[src/source/capi_pkg.sv]
package capi_pkg;

  // Host command codes, as carried on the 13-bit command bus
  typedef enum logic [12:0] {
    INVALID    = 13'h0000,  // Idle value on the command bus
    READ_CL_NA = 13'h0A00   // Cache-line read, no allocation
  } command_opcode;

  // Host response codes
  typedef enum logic [7:0] {
    DONE   = 8'h00,  // Command completed
    AERROR = 8'h01,  // Address translation error
    FAILED = 8'h08,  // Command failed, may be retried
    PAGED  = 8'h0A   // Page fault pending
  } response_code;

  // Command and response tag
  typedef logic [7:0] tag_t;

  // Tag reserved for the WED read
  localparam tag_t WED_TAG = 8'h10;

  // Tag driven while no command is presented
  localparam tag_t INVALID_TAG = 8'hFF;

  // One full cache line holds the WED
  localparam logic [11:0] WED_READ_SIZE = 12'd128;

  // Commands the host accepts before returning a credit
  localparam int HOST_CREDITS = 2;

  // Counter width able to hold 0 to HOST_CREDITS
  localparam int CREDIT_WIDTH = $clog2(HOST_CREDITS + 1);

endpackage

[src/source/wed_pkg.sv]
package wed_pkg;

  // WED fetch FSM states
  typedef enum logic [2:0] {
    WED_RESET,                // First cycle out of reset
    WED_IDLE,                 // Waiting for enable, or record published
    WED_REQ,                  // Read command presented
    WED_WAITING_FOR_REQUEST,  // Collecting line halves until response
    WED_RETRY,                // Failed response, one attempt used
    WED_DONE_REQ,             // Publishing the record
    WED_ERROR                 // Attempts exhausted
  } wed_state;

  // Decoded WED, first half of the cache line
  typedef struct packed {
    logic [0:63]  item_count;
    logic [0:63]  source_address;
    logic [0:63]  dest_address;
    logic [0:63]  flags;
    logic [0:255] reserved;
  } wed_record;

  // Read attempts before the error is raised
  localparam int WED_MAX_TRIES = 3;

  // Width of the failed-attempt counter
  localparam int TRY_WIDTH = $clog2(WED_MAX_TRIES + 1);

  // Line bit 0 is the most significant bit of the first word.
  // Only the first 512 bits carry WED content; the second half is
  // fetched with the line but not decoded.
  function automatic wed_record map_to_wed(input logic [0:1023] line);
    wed_record rec;
    rec.item_count     = line[0:63];
    rec.source_address = line[64:127];
    rec.dest_address   = line[128:191];
    rec.flags          = line[192:255];
    rec.reserved       = line[256:511];
    return rec;
  endfunction

endpackage

[src/source/command_if.sv]
`timescale 1ns/1ns

interface command_if;

  import capi_pkg::*;

  logic          valid;    // Command presented
  logic          ready;    // Holding register empty
  command_opcode opcode;
  logic [0:63]   address;  // Host effective address
  tag_t          tag;
  logic [11:0]   size;     // Bytes

  modport source (output valid, output opcode, output address, output tag, output size,
                  input ready);

  modport sink (input valid, input opcode, input address, input tag, input size,
                output ready);

endinterface

[src/source/buffer_if.sv]
`timescale 1ns/1ns

interface buffer_if;

  import capi_pkg::*;

  logic         write_valid;
  tag_t         write_tag;
  logic [5:0]   write_address;  // Half-line index within the transfer
  logic [0:511] write_data;

  modport driver (output write_valid, output write_tag, output write_address,
                  output write_data);

  modport listener (input write_valid, input write_tag, input write_address,
                    input write_data);

endinterface

[src/source/wed_control.sv]
`timescale 1ns/1ns

module wed_control (
  input  logic                   clock,
  input  logic                   rstn,
  input  logic                   enabled,
  input  logic [0:63]            wed_address,
  buffer_if.listener             buffer_in,
  input  logic                   response_valid,
  input  capi_pkg::tag_t         response_tag,
  input  capi_pkg::response_code response_code,
  command_if.source              command_out,
  output logic                   wed_valid,
  output logic                   wed_error,
  output wed_pkg::wed_record     wed_request
);

  import capi_pkg::*;
  import wed_pkg::*;

  wed_state             current_state;
  wed_state             next_state;
  logic [0:1023]        wed_line;      // Assembled cache line
  logic [TRY_WIDTH-1:0] try_count;     // Failed attempts so far
  logic                 wed_response;  // Response for the WED read
  logic                 line_write;    // Buffer write for the WED read
  logic                 command_taken;

  assign wed_response  = response_valid && (response_tag == WED_TAG);
  assign line_write    = buffer_in.write_valid && (buffer_in.write_tag == WED_TAG);
  assign command_taken = command_out.valid && command_out.ready;

  // Only one kind of command leaves this block
  assign command_out.opcode = READ_CL_NA;
  assign command_out.tag    = WED_TAG;
  assign command_out.size   = WED_READ_SIZE;

  always_ff @(posedge clock or negedge rstn) begin
    if (!rstn) begin
      current_state <= WED_RESET;
    end else begin
      current_state <= next_state;
    end
  end

  always_comb begin
    next_state = current_state;
    case (current_state)
      WED_RESET: begin
        next_state = WED_IDLE;
      end
      WED_IDLE: begin
        if (enabled && !wed_valid) begin  // Fetch once per reset
          next_state = WED_REQ;
        end
      end
      WED_REQ: begin
        if (command_taken) begin
          next_state = WED_WAITING_FOR_REQUEST;
        end
      end
      WED_WAITING_FOR_REQUEST: begin
        if (wed_response) begin
          next_state = (response_code == DONE) ? WED_DONE_REQ : WED_RETRY;
        end
      end
      WED_RETRY: begin
        // This attempt is the last one allowed
        if (try_count == TRY_WIDTH'(WED_MAX_TRIES - 1)) begin
          next_state = WED_ERROR;
        end else begin
          next_state = WED_REQ;
        end
      end
      WED_DONE_REQ: begin
        next_state = WED_IDLE;
      end
      WED_ERROR: begin
        next_state = WED_ERROR;  // Held until reset
      end
      default: begin
        next_state = WED_RESET;
      end
    endcase
  end

  always_ff @(posedge clock or negedge rstn) begin
    if (!rstn) begin
      command_out.valid <= 1'b0;
    end else if (command_taken) begin
      command_out.valid <= 1'b0;
    end else if (current_state == WED_REQ) begin
      command_out.valid <= 1'b1;  // Rises one cycle after entering REQ
    end
  end

  always_ff @(posedge clock) begin
    if (current_state == WED_REQ && !command_out.valid) begin
      command_out.address <= wed_address;  // Frozen while valid is high
    end
  end

  always_ff @(posedge clock) begin
    if (current_state == WED_WAITING_FOR_REQUEST && line_write) begin
      case (buffer_in.write_address)
        6'd0:    wed_line[0:511]    <= buffer_in.write_data;
        6'd1:    wed_line[512:1023] <= buffer_in.write_data;
        default: ;  // Outside the 128-byte line
      endcase
    end
  end

  always_ff @(posedge clock or negedge rstn) begin
    if (!rstn) begin
      try_count <= '0;
    end else if (current_state == WED_RETRY) begin
      try_count <= try_count + TRY_WIDTH'(1);
    end
  end

  always_ff @(posedge clock or negedge rstn) begin
    if (!rstn) begin
      wed_valid <= 1'b0;
      wed_error <= 1'b0;
    end else begin
      if (current_state == WED_DONE_REQ) begin
        wed_valid <= 1'b1;
      end
      if (current_state == WED_ERROR) begin
        wed_error <= 1'b1;
      end
    end
  end

  always_ff @(posedge clock) begin
    if (current_state == WED_DONE_REQ) begin
      wed_request <= map_to_wed(wed_line);  // Appears with wed_valid
    end
  end

endmodule

[src/source/command_issue.sv]
`timescale 1ns/1ns

module command_issue (
  input  logic                    clock,
  input  logic                    rstn,
  command_if.sink                 command_in,
  input  logic                    command_credit,
  output logic                    command_valid,
  output capi_pkg::command_opcode command_opcode,
  output logic [0:63]             command_address,
  output capi_pkg::tag_t          command_tag,
  output logic [11:0]             command_size
);

  import capi_pkg::*;

  logic                    held_valid;    // Holding register occupied
  capi_pkg::command_opcode held_opcode;
  logic [0:63]             held_address;
  tag_t                    held_tag;
  logic [11:0]             held_size;
  logic [CREDIT_WIDTH-1:0] credit_count;
  logic                    accept;
  logic                    credit_ready;
  logic                    issue;

  assign command_in.ready = ~held_valid;
  assign accept           = command_in.valid & command_in.ready;

  // A credit returned this cycle can be spent at once
  assign credit_ready = (credit_count != '0) | command_credit;

  // Held command first, otherwise the one accepted now goes straight out
  assign issue = credit_ready & (held_valid | accept);

  always_ff @(posedge clock or negedge rstn) begin
    if (!rstn) begin
      held_valid <= 1'b0;
    end else if (held_valid && credit_ready) begin
      held_valid <= 1'b0;
    end else if (accept && !credit_ready) begin
      held_valid <= 1'b1;  // Parked until a credit returns
    end
  end

  always_ff @(posedge clock) begin
    if (accept) begin
      held_opcode  <= command_in.opcode;
      held_address <= command_in.address;
      held_tag     <= command_in.tag;
      held_size    <= command_in.size;
    end
  end

  always_ff @(posedge clock or negedge rstn) begin
    if (!rstn) begin
      command_valid  <= 1'b0;
      command_opcode <= INVALID;
      command_tag    <= INVALID_TAG;
    end else if (issue) begin
      command_valid  <= 1'b1;
      command_opcode <= held_valid ? held_opcode : command_in.opcode;
      command_tag    <= held_valid ? held_tag : command_in.tag;
    end else begin
      command_valid  <= 1'b0;  // One-cycle pulse
      command_opcode <= INVALID;
      command_tag    <= INVALID_TAG;
    end
  end

  always_ff @(posedge clock) begin
    if (issue) begin
      command_address <= held_valid ? held_address : command_in.address;
      command_size    <= held_valid ? held_size : command_in.size;
    end
  end

  always_ff @(posedge clock or negedge rstn) begin
    if (!rstn) begin
      credit_count <= CREDIT_WIDTH'(HOST_CREDITS);
    end else if (issue && !command_credit) begin
      credit_count <= credit_count - CREDIT_WIDTH'(1);
    end else if (!issue && command_credit) begin
      credit_count <= credit_count + CREDIT_WIDTH'(1);
    end
  end

endmodule

[src/source/wed_fetch_top.sv]
`timescale 1ns/1ns

module wed_fetch_top (
  input  logic                    clock,
  input  logic                    rstn,
  input  logic                    enabled,
  input  logic [0:63]             wed_address,
  output logic                    command_valid,
  output capi_pkg::command_opcode command_opcode,
  output logic [0:63]             command_address,
  output capi_pkg::tag_t          command_tag,
  output logic [11:0]             command_size,
  input  logic                    command_credit,
  input  logic                    buffer_write_valid,
  input  capi_pkg::tag_t          buffer_write_tag,
  input  logic [5:0]              buffer_write_address,
  input  logic [0:511]            buffer_write_data,
  input  logic                    response_valid,
  input  capi_pkg::tag_t          response_tag,
  input  capi_pkg::response_code  response_code,
  output logic                    wed_valid,
  output logic                    wed_error,
  output wed_pkg::wed_record      wed_request
);

  command_if command_bus ();  // wed_control to command_issue
  buffer_if  buffer_bus ();   // Host read-buffer writes

  assign buffer_bus.write_valid   = buffer_write_valid;
  assign buffer_bus.write_tag     = buffer_write_tag;
  assign buffer_bus.write_address = buffer_write_address;
  assign buffer_bus.write_data    = buffer_write_data;

  wed_control control0 (
    .clock          (clock),
    .rstn           (rstn),
    .enabled        (enabled),
    .wed_address    (wed_address),
    .buffer_in      (buffer_bus.listener),
    .response_valid (response_valid),
    .response_tag   (response_tag),
    .response_code  (response_code),
    .command_out    (command_bus.source),
    .wed_valid      (wed_valid),
    .wed_error      (wed_error),
    .wed_request    (wed_request)
  );

  command_issue issue0 (
    .clock           (clock),
    .rstn            (rstn),
    .command_in      (command_bus.sink),
    .command_credit  (command_credit),
    .command_valid   (command_valid),
    .command_opcode  (command_opcode),
    .command_address (command_address),
    .command_tag     (command_tag),
    .command_size    (command_size)
  );

endmodule

[config.mk]
export PLATFORM = sky130hd
export DESIGN_NAME = wed_fetch_top
export DESIGN_NICKNAME = d
export VERILOG_FILES = /design/src/source/capi_pkg.sv /design/src/source/wed_pkg.sv /design/src/source/command_if.sv /design/src/source/buffer_if.sv /design/src/source/wed_control.sv /design/src/source/command_issue.sv /design/src/source/wed_fetch_top.sv
export SDC_FILE = /design/constraint.sdc
export NUM_CORES = 1
export LEC_CHECK = 0
export BUFFER_PORTS_ARGS = -buffer_cell sky130_fd_sc_hd__buf_2
export CELL_PAD_IN_SITES_DETAIL_PLACEMENT = 1
export CELL_PAD_IN_SITES_GLOBAL_PLACEMENT = 1
export CORE_AREA = 3 3 471 473
export DETAILED_ROUTE_END_ITERATION = 10
export DIE_AREA = 0 0 474 476
export PLACE_DENSITY = 0.49
export RECOVER_POWER = 50
export SKIP_LAST_GASP = 1
export SLEW_MARGIN = 20
export SYNTH_ARGS = -nofsm -noshare
export SYNTH_HDL_FRONTEND = slang
export SYNTH_SLANG_ARGS = --single-unit
export TNS_END_PERCENT = 30
[constraint.sdc]
create_clock -name clock -period 36.2 [get_ports clock]
set_input_delay 0 -clock clock [delete_from_list [all_inputs] [get_ports clock]]
set_output_delay 0 -clock clock [all_outputs]
set_load 0.02 [all_outputs]
## After elaboration in Yosys (flattened, before gate mapping)

Cells that the tools add are included.

| word-level totals | value |
|---|---|
| input bits | 612 |
| flip-flop bits (word level) | 1248 |
| logic and storage cells | 80 |
| output and inout bits | 612 |

| operators by class | value |
|---|---|
| muxes and demuxes | 16 |
| bitwise logic cells | 5 |
| reductions and logical operators | 25 |
| equal/unequal tests | 12 |
| add/subtract/negate cells | 3 |

Operator list:

| operator | number |
|---|---|
| 64-bit two-way mux | 1 |
| 3-bit case mux with 6 select lines | 1 |
| 8-bit by 5-bit == test with 1-bit output (second input constant) | 2 |
| 12-bit two-way mux | 1 |
| 3-bit two-way mux | 4 |
| 1-bit logical AND | 10 |
| 3-bit == test (second input constant) | 3 |
| 8-bit logical NOT | 1 |
| 8-bit two-way mux | 1 |
| 2-bit nonzero test | 4 |
| 3-bit by 2-bit == test with 1-bit output (second input constant) | 2 |
| 6-bit logical NOT | 1 |
| 1-bit two-way mux | 6 |
| 2-bit by 1-bit inequality test with 1-bit output (second input constant) | 3 |
| 1-bit logical NOT | 5 |
| 2-bit by 1-bit adder with 2-bit output (second input constant) | 2 |
| 2-bit two-way mux | 2 |
| 3-bit by 1-bit == test with 1-bit output (second input constant) | 1 |
| 3-bit logical NOT | 1 |
| 3-bit AND reduction | 1 |
| 1-bit bitwise AND | 2 |
| 2-bit == test (second input constant) | 1 |
| 1-bit bitwise OR | 2 |
| 2-bit AND reduction | 1 |
| other kinds (3) | 3 |

## Depth between registers and ports, before layout

| depth | value |
|---|---|
| word-level depth | 8 |
| depth in mapped cells | 7 |
| mapped depth without buffers | 6 |

## Modules after synthesis

Synthesis repeated with hierarchy kept, for this count alone.

| second synthesis, totals | value |
|---|---|
| cell total of the unflattened synthesis | 1514 |
| area total of the unflattened synthesis | 40537.6 sq um |

Modules (own cells, without submodules):

| module | instances | cells an instance | seq. area each (sq um) | area each (sq um) |
|---|---|---|---|---|
| wed_control | 1 | 1172 | 32871.5 | 33398.3 |
| command_issue | 1 | 342 | 5831.8 | 7139.3 |

## Least setup slack after synthesis

OpenSTA, ideal clock, no wires.

| timing | value |
|---|---|
| path type | register to register |
| from | register control0.current_state[1] |
| to | register control0.wed_line[0] (netlist name), enable pin |
| path slack | 6.547 ns |
| arrival time | 27.991 ns |
| stages on the path, launching flop included | 5 |
| data required time | 34.538 ns |
| period minus slack after synthesis | 29.653 ns |
| setup time | 1.662 ns |
| path buffers | 0 |
| cell sequence | dfrtp_1 inv_2 nor2_1 nand2_1 nor4_2 |

| between the ends | value |
|---|---|
| word-level cells in the longest chain between the ends | 3 |

Ends and longest elaborated chain:

| item | RTL line | source |
|---|---|---|
| start: declaration | wed_control.sv:21 | `wed_state current_state;` |
| start signal: assignment | wed_control.sv:42 | `current_state <= next_state;` |
| 3-bit by 2-bit == test with 1-bit output | wed_control.sv:104 | `if (current_state == WED_WAITING_FOR_REQUEST && line_write) begin` |
| 1-bit logical AND | wed_control.sv:104 |  |
| 2-bit AND reduction (no line) | n/a |  |
| end: declaration | wed_control.sv:23 | `logic [0:1023] wed_line;` |

No other way between the ends.
A chain may end at the register's enable or synchronous reset.

## Worst setup path in the final report

| timing | value |
|---|---|
| from | register control0.current_state[1] |
| to | register control0.wed_line[393] (netlist name), enable pin |

The elaborated chain is that of the path after synthesis.

==> impl_metrics.csv <==
group,metric,value,unit
outcome,run_status,"finished clean",
setup_path,crit_path_end_kind,"flip-flop",
placement,final_replace_weighted_congestion,0.818,
synthesis,most_frequent_cells_after_synthesis,"sky130_fd_sc_hd__edfxtp_1, sky130_fd_sc_hd__mux2_2, sky130_fd_sc_hd__buf_4",
setup_path,setup.worst_path.start_class,"flip-flop",
timing,report.final.slew_viol_count,0,
timing,fin_worst_skew,0.0402,ns
finish,finish.net_count,4474,
global_routing,maximum_number_of_pins_on_one_net_before_global_route_repair,144,
synthesis,yosys.area_share.adder,0.000655,
global_routing,groute.usage.overall,0.141,
power,power-per-cell-area,49.7,nW/um^2
placement,post-place-cells,5439,
synthesis,synth_top_family_by_area,"multiplexers",
setup_path,r2r-end,"control0.wed_line[393]",
power,comb_power_share,0.047,
power,power.sequential.fraction,0.494,
synthesis,yosys-mux-area-fraction,0.0189,
timing,tightestPinTransition,1.03,ns
finish,stdcell_count,6863,
detailed_routing,ant_nets,0,
synthesis,post_synth_instance_area,38200,um^2
timing,setup_viol,0,
floorplan,fp.dieH,476,um
floorplan,ios,1224,
power,power_switching_share,0.215,
timing,clock.fmax,214,MHz
floorplan,die_x,474,um
setup_path,reg2reg_setup_slack,31.52,ns
finish,n_fill_cell,23100,
timing,slew_headroom,0.314,
setup_path,reg2reg_depth,8,
global_routing,wire_length_of_the_first_global_routing_pass,217000,um
setup_path,cp_max_fo,58,
power,clkPwrFrac,0.459,
clock_network,cts-root-to-sink-buffers,3,
synthesis,netlist.top_cell.by_area,"sky130_fd_sc_hd__edfxtp_1",
floorplan,initial_core_util,0.176,
power,switching_power,0.000677,W
finish,synthToLayoutAreaGrowth,65.6,%
synthesis,synth.avg_cell_area,27.6,um^2
power,power.leakage,22.1,nW
timing,final.setup.tns,0,ns
detailed_routing,first_iter_violations,1434,
clock_network,cts_buffers,144,
synthesis,synth_largest_type_area_fraction,0.956,
detailed_routing,route.detailed.drc,0,
synthesis,cell_types_with_the_largest_area_share_after_synthesis,"sky130_fd_sc_hd__edfxtp_1, sky130_fd_sc_hd__mux2_2, sky130_fd_sc_hd__dfrtp_1",
worst_hold_path,worst_hold_endpoint,"control0.wed_line[429]",
synthesis,synth-main-ff-cell,"sky130_fd_sc_hd__edfxtp_1",
synthesis,synth_warnings,0,
synthesis,synth_xor_area_frac,0.000917,
setup_path,reg2reg_from,"control0.current_state[1]",
worst_hold_path,hp-start,"buffer_write_data[429]",
detailed_routing,detailedRoute.firstPassIterationCount,4,
clock_network,cts_tree,"built",
synthesis,synth.yosys.seq_area_share,0.964,
timing,post-route-min-period,4.68,ns
synthesis,synth-async-reset-ratio,0.0106,
placement,port_buffers,1199,
synthesis,ys_seq_elements,1229,
clock_network,clk_pin_slew,0.06,ns
worst_hold_path,hold_path_class,"primary input to flip-flop",
synthesis,synth_compound_gate_area_share,0.00206,
detailed_routing,via_per_inst,3.51,
floorplan,dieArea,226000,um^2
flow_run,max-cap-violations,0,
power,final_power,0.00314,W
clock_network,cts-htree-levels,4,
power,cell_internal_pwr,0.00247,W
detailed_routing,route.detailed.wl_per_inst,23.9,um
clock_network,cts_setup_buffers,0,
global_routing,grt.overflow.total,0,
clock_network,clk_latency,0.79,ns
synthesis,synth-edff-count,1216,
floorplan,placeableCoreArea,217000,um^2
clock_network,cts_hold_buf,1126,
clock_network,clock_sinks,1229,
clock_network,cts_repair_resize_count,0,
setup_path,worst_ep_required_time,36.61,ns
detailed_routing,route.vias.total,24100,
finish,utilization_of_the_core_after_routing,0.291,
timing,post-route-period-util,0.129,
synthesis,syn_inst,1386,
synthesis,yosys.area_share.simple,0.00504,
finish,drive_above_1_share,0.266,
global_routing,grt_antenna_before_repair,92,
synthesis,synth_most_common_cell,"sky130_fd_sc_hd__edfxtp_1",
global_routing,grt_pass1_vias,26400,
detailed_routing,wirelength,164000,um
worst_hold_path,hold-path-cell-count,2,
setup_path,signal_arrival_time_at_the_worst_endpoint,5.09,ns
power,peakVddDrop,0.0447,mV
timing,hold_viol_final,0,
setup_path,crit_type,"flip-flop to flip-flop",
placement,hpwlAfterDp,119000,um
synthesis,synthDistinctLibCells,37,
clock_network,clock_tree.root_cell,"sky130_fd_sc_hd__clkbuf_16",
floorplan,fp-row-count,171,
timing,grt_setup_unrepaired,"no",
==> per-stage QoR <==
step / setup slack (ns) / cell area, um^2 / hold slack, ns
2_1_floorplan: 6.55 / 38300 / -0.296
5_1_grt: 31.08 / 63200 / 0.0154
3_5_place_dp: 31.14 / 47800 / -0.0217
4_1_cts: 31.39 / 63700 / 0.000389
3_3_place_gp: 31.28 / 47800 / -0.0239
6_report: 31.52 / 63300 / 0.0630
==> cells in the final DEF, fill, tap and decap left out, types with 2 or more instances in the layout <==
cell type,count
sky130_fd_sc_hd__buf_2,749
sky130_fd_sc_hd__clkinv_8,6
sky130_fd_sc_hd__clkinv_16,6
sky130_fd_sc_hd__clkinv_1,18
sky130_fd_sc_hd__dfrtp_1,10
sky130_fd_sc_hd__xnor2_1,3
sky130_fd_sc_hd__bufinv_16,8
sky130_fd_sc_hd__clkinvlp_4,3
sky130_fd_sc_hd__inv_6,7
sky130_fd_sc_hd__diode_2,33
sky130_fd_sc_hd__mux2_2,64
sky130_fd_sc_hd__dfstp_2,2
sky130_fd_sc_hd__conb_1,24
sky130_fd_sc_hd__nand2_1,3
sky130_fd_sc_hd__buf_4,16
sky130_fd_sc_hd__clkinv_4,6
sky130_fd_sc_hd__buf_12,2
sky130_fd_sc_hd__a21oi_1,2
sky130_fd_sc_hd__edfxtp_1,1216
sky130_fd_sc_hd__nor4_1,4
sky130_fd_sc_hd__nor3_1,2
sky130_fd_sc_hd__clkinv_2,26
sky130_fd_sc_hd__inv_1,3
sky130_fd_sc_hd__clkbuf_8,4
sky130_fd_sc_hd__clkbuf_16,144
sky130_fd_sc_hd__inv_16,2
sky130_fd_sc_hd__o21ai_0,2
sky130_fd_sc_hd__nor2_1,7
sky130_fd_sc_hd__ha_1,2
sky130_fd_sc_hd__dlygate4sd3_1,1129
sky130_fd_sc_hd__clkbuf_1,482
==> layer usage <==
| layer | GRT usage | part of all wire | vias up |
|---|---|---|---|
| li1 | - | - | 10600 |
| met3 | 0.0598 | 0.096 | 306 |
| met2 | 0.242 | 0.49 | 1128 |
| met1 | 0.153 | 0.37 | 12000 |
| met5 | 0 | 0.0012 | - |
| met4 | 0.0527 | 0.036 | 32 |
==> critical path: stages, from the launching register on <==
cell and delay (ns):
sky130_fd_sc_hd__dfrtp_1 0.47, sky130_fd_sc_hd__inv_2 0.11, sky130_fd_sc_hd__nor2_1 0.18, sky130_fd_sc_hd__nand2_1 0.23, sky130_fd_sc_hd__nor4_4 0.39, sky130_fd_sc_hd__buf_4 0.66, sky130_fd_sc_hd__buf_4 0.74, sky130_fd_sc_hd__buf_4 0.66
sky130_fd_sc_hd__buf_4 0.64
==> worst max-delay path by stage <==
stage / end / slack, ns / cells past startpoint / startpoint
6_report: control0.wed_line[393] / 31.52 / 8 / control0.current_state[1]
5_1_grt: control0.wed_line[393] / 31.08 / 8 / control0.current_state[1]
4_1_cts: control0.wed_line[301] / 31.39 / 8 / control0.current_state[1]
3_5_place_dp: control0.wed_line[297] / 31.14 / 8 / control0.current_state[1]
3_3_place_gp: control0.wed_line[297] / 31.28 / 8 / control0.current_state[1]
2_1_floorplan: control0.wed_line[0] / 6.55 / 4 / control0.current_state[1]
==> registers in the layout (all words and copies together), names as in the netlist <==
name,cells
control0.wed_error,1
issue0.command_tag,1
control0.wed_request,512
control0.current_state,3
issue0.command_address,64
control0.command_out.address,64
issue0.credit_count,2
control0.command_out.valid,1
issue0.held_valid,1
control0.wed_valid,1
control0.try_count,2
issue0.held_address,64
issue0.command_opcode,1
control0.wed_line,512
==> final cells by class <==
| cell class | instances | area (um^2) | area share |
|---|---|---|---|
| Sequential cell | 1229 | 36800 | 0.582 |
| Timing Repair Buffer | 2346 | 16900 | 0.267 |
| Clock buffer | 180 | 3780 | 0.0597 |
| Tap cell | 2854 | 3570 | 0.0564 |
| Multi-Input combinational cell | 135 | 1180 | 0.0186 |
| Clock inverter | 82 | 892 | 0.0141 |
| Antenna cell | 33 | 82.6 | 0.00131 |
| Inverter | 4 | 15.0 | 0.000237 |
==> kinds of logic (layout without fill, tap and decap cells) <==
family / Yosys count / after routing
mux: 64 / 64
other cells: 2 / 57
flops: 1229 / 1229
compound gates: 11 / 11
simple gates: 30 / 30
fa+ha+maj: 2 / 2
xor+xnor: 4 / 4
buf+inv: 44 / 2612
==> power by group through the flow <==
stage,clock network (W),registers [W],logic (W)
global placement,0,0.00158,0.0000445
CTS,0.00149,0.00155,0.000148
finish,0.00144,0.00155,0.000148
floorplan,0,0.00158,0.00000643
detailed placement,0,0.00158,0.0000453
global route,0.00156,0.00155,0.000159
Note: power is estimated with default switching activity, not from simulation.
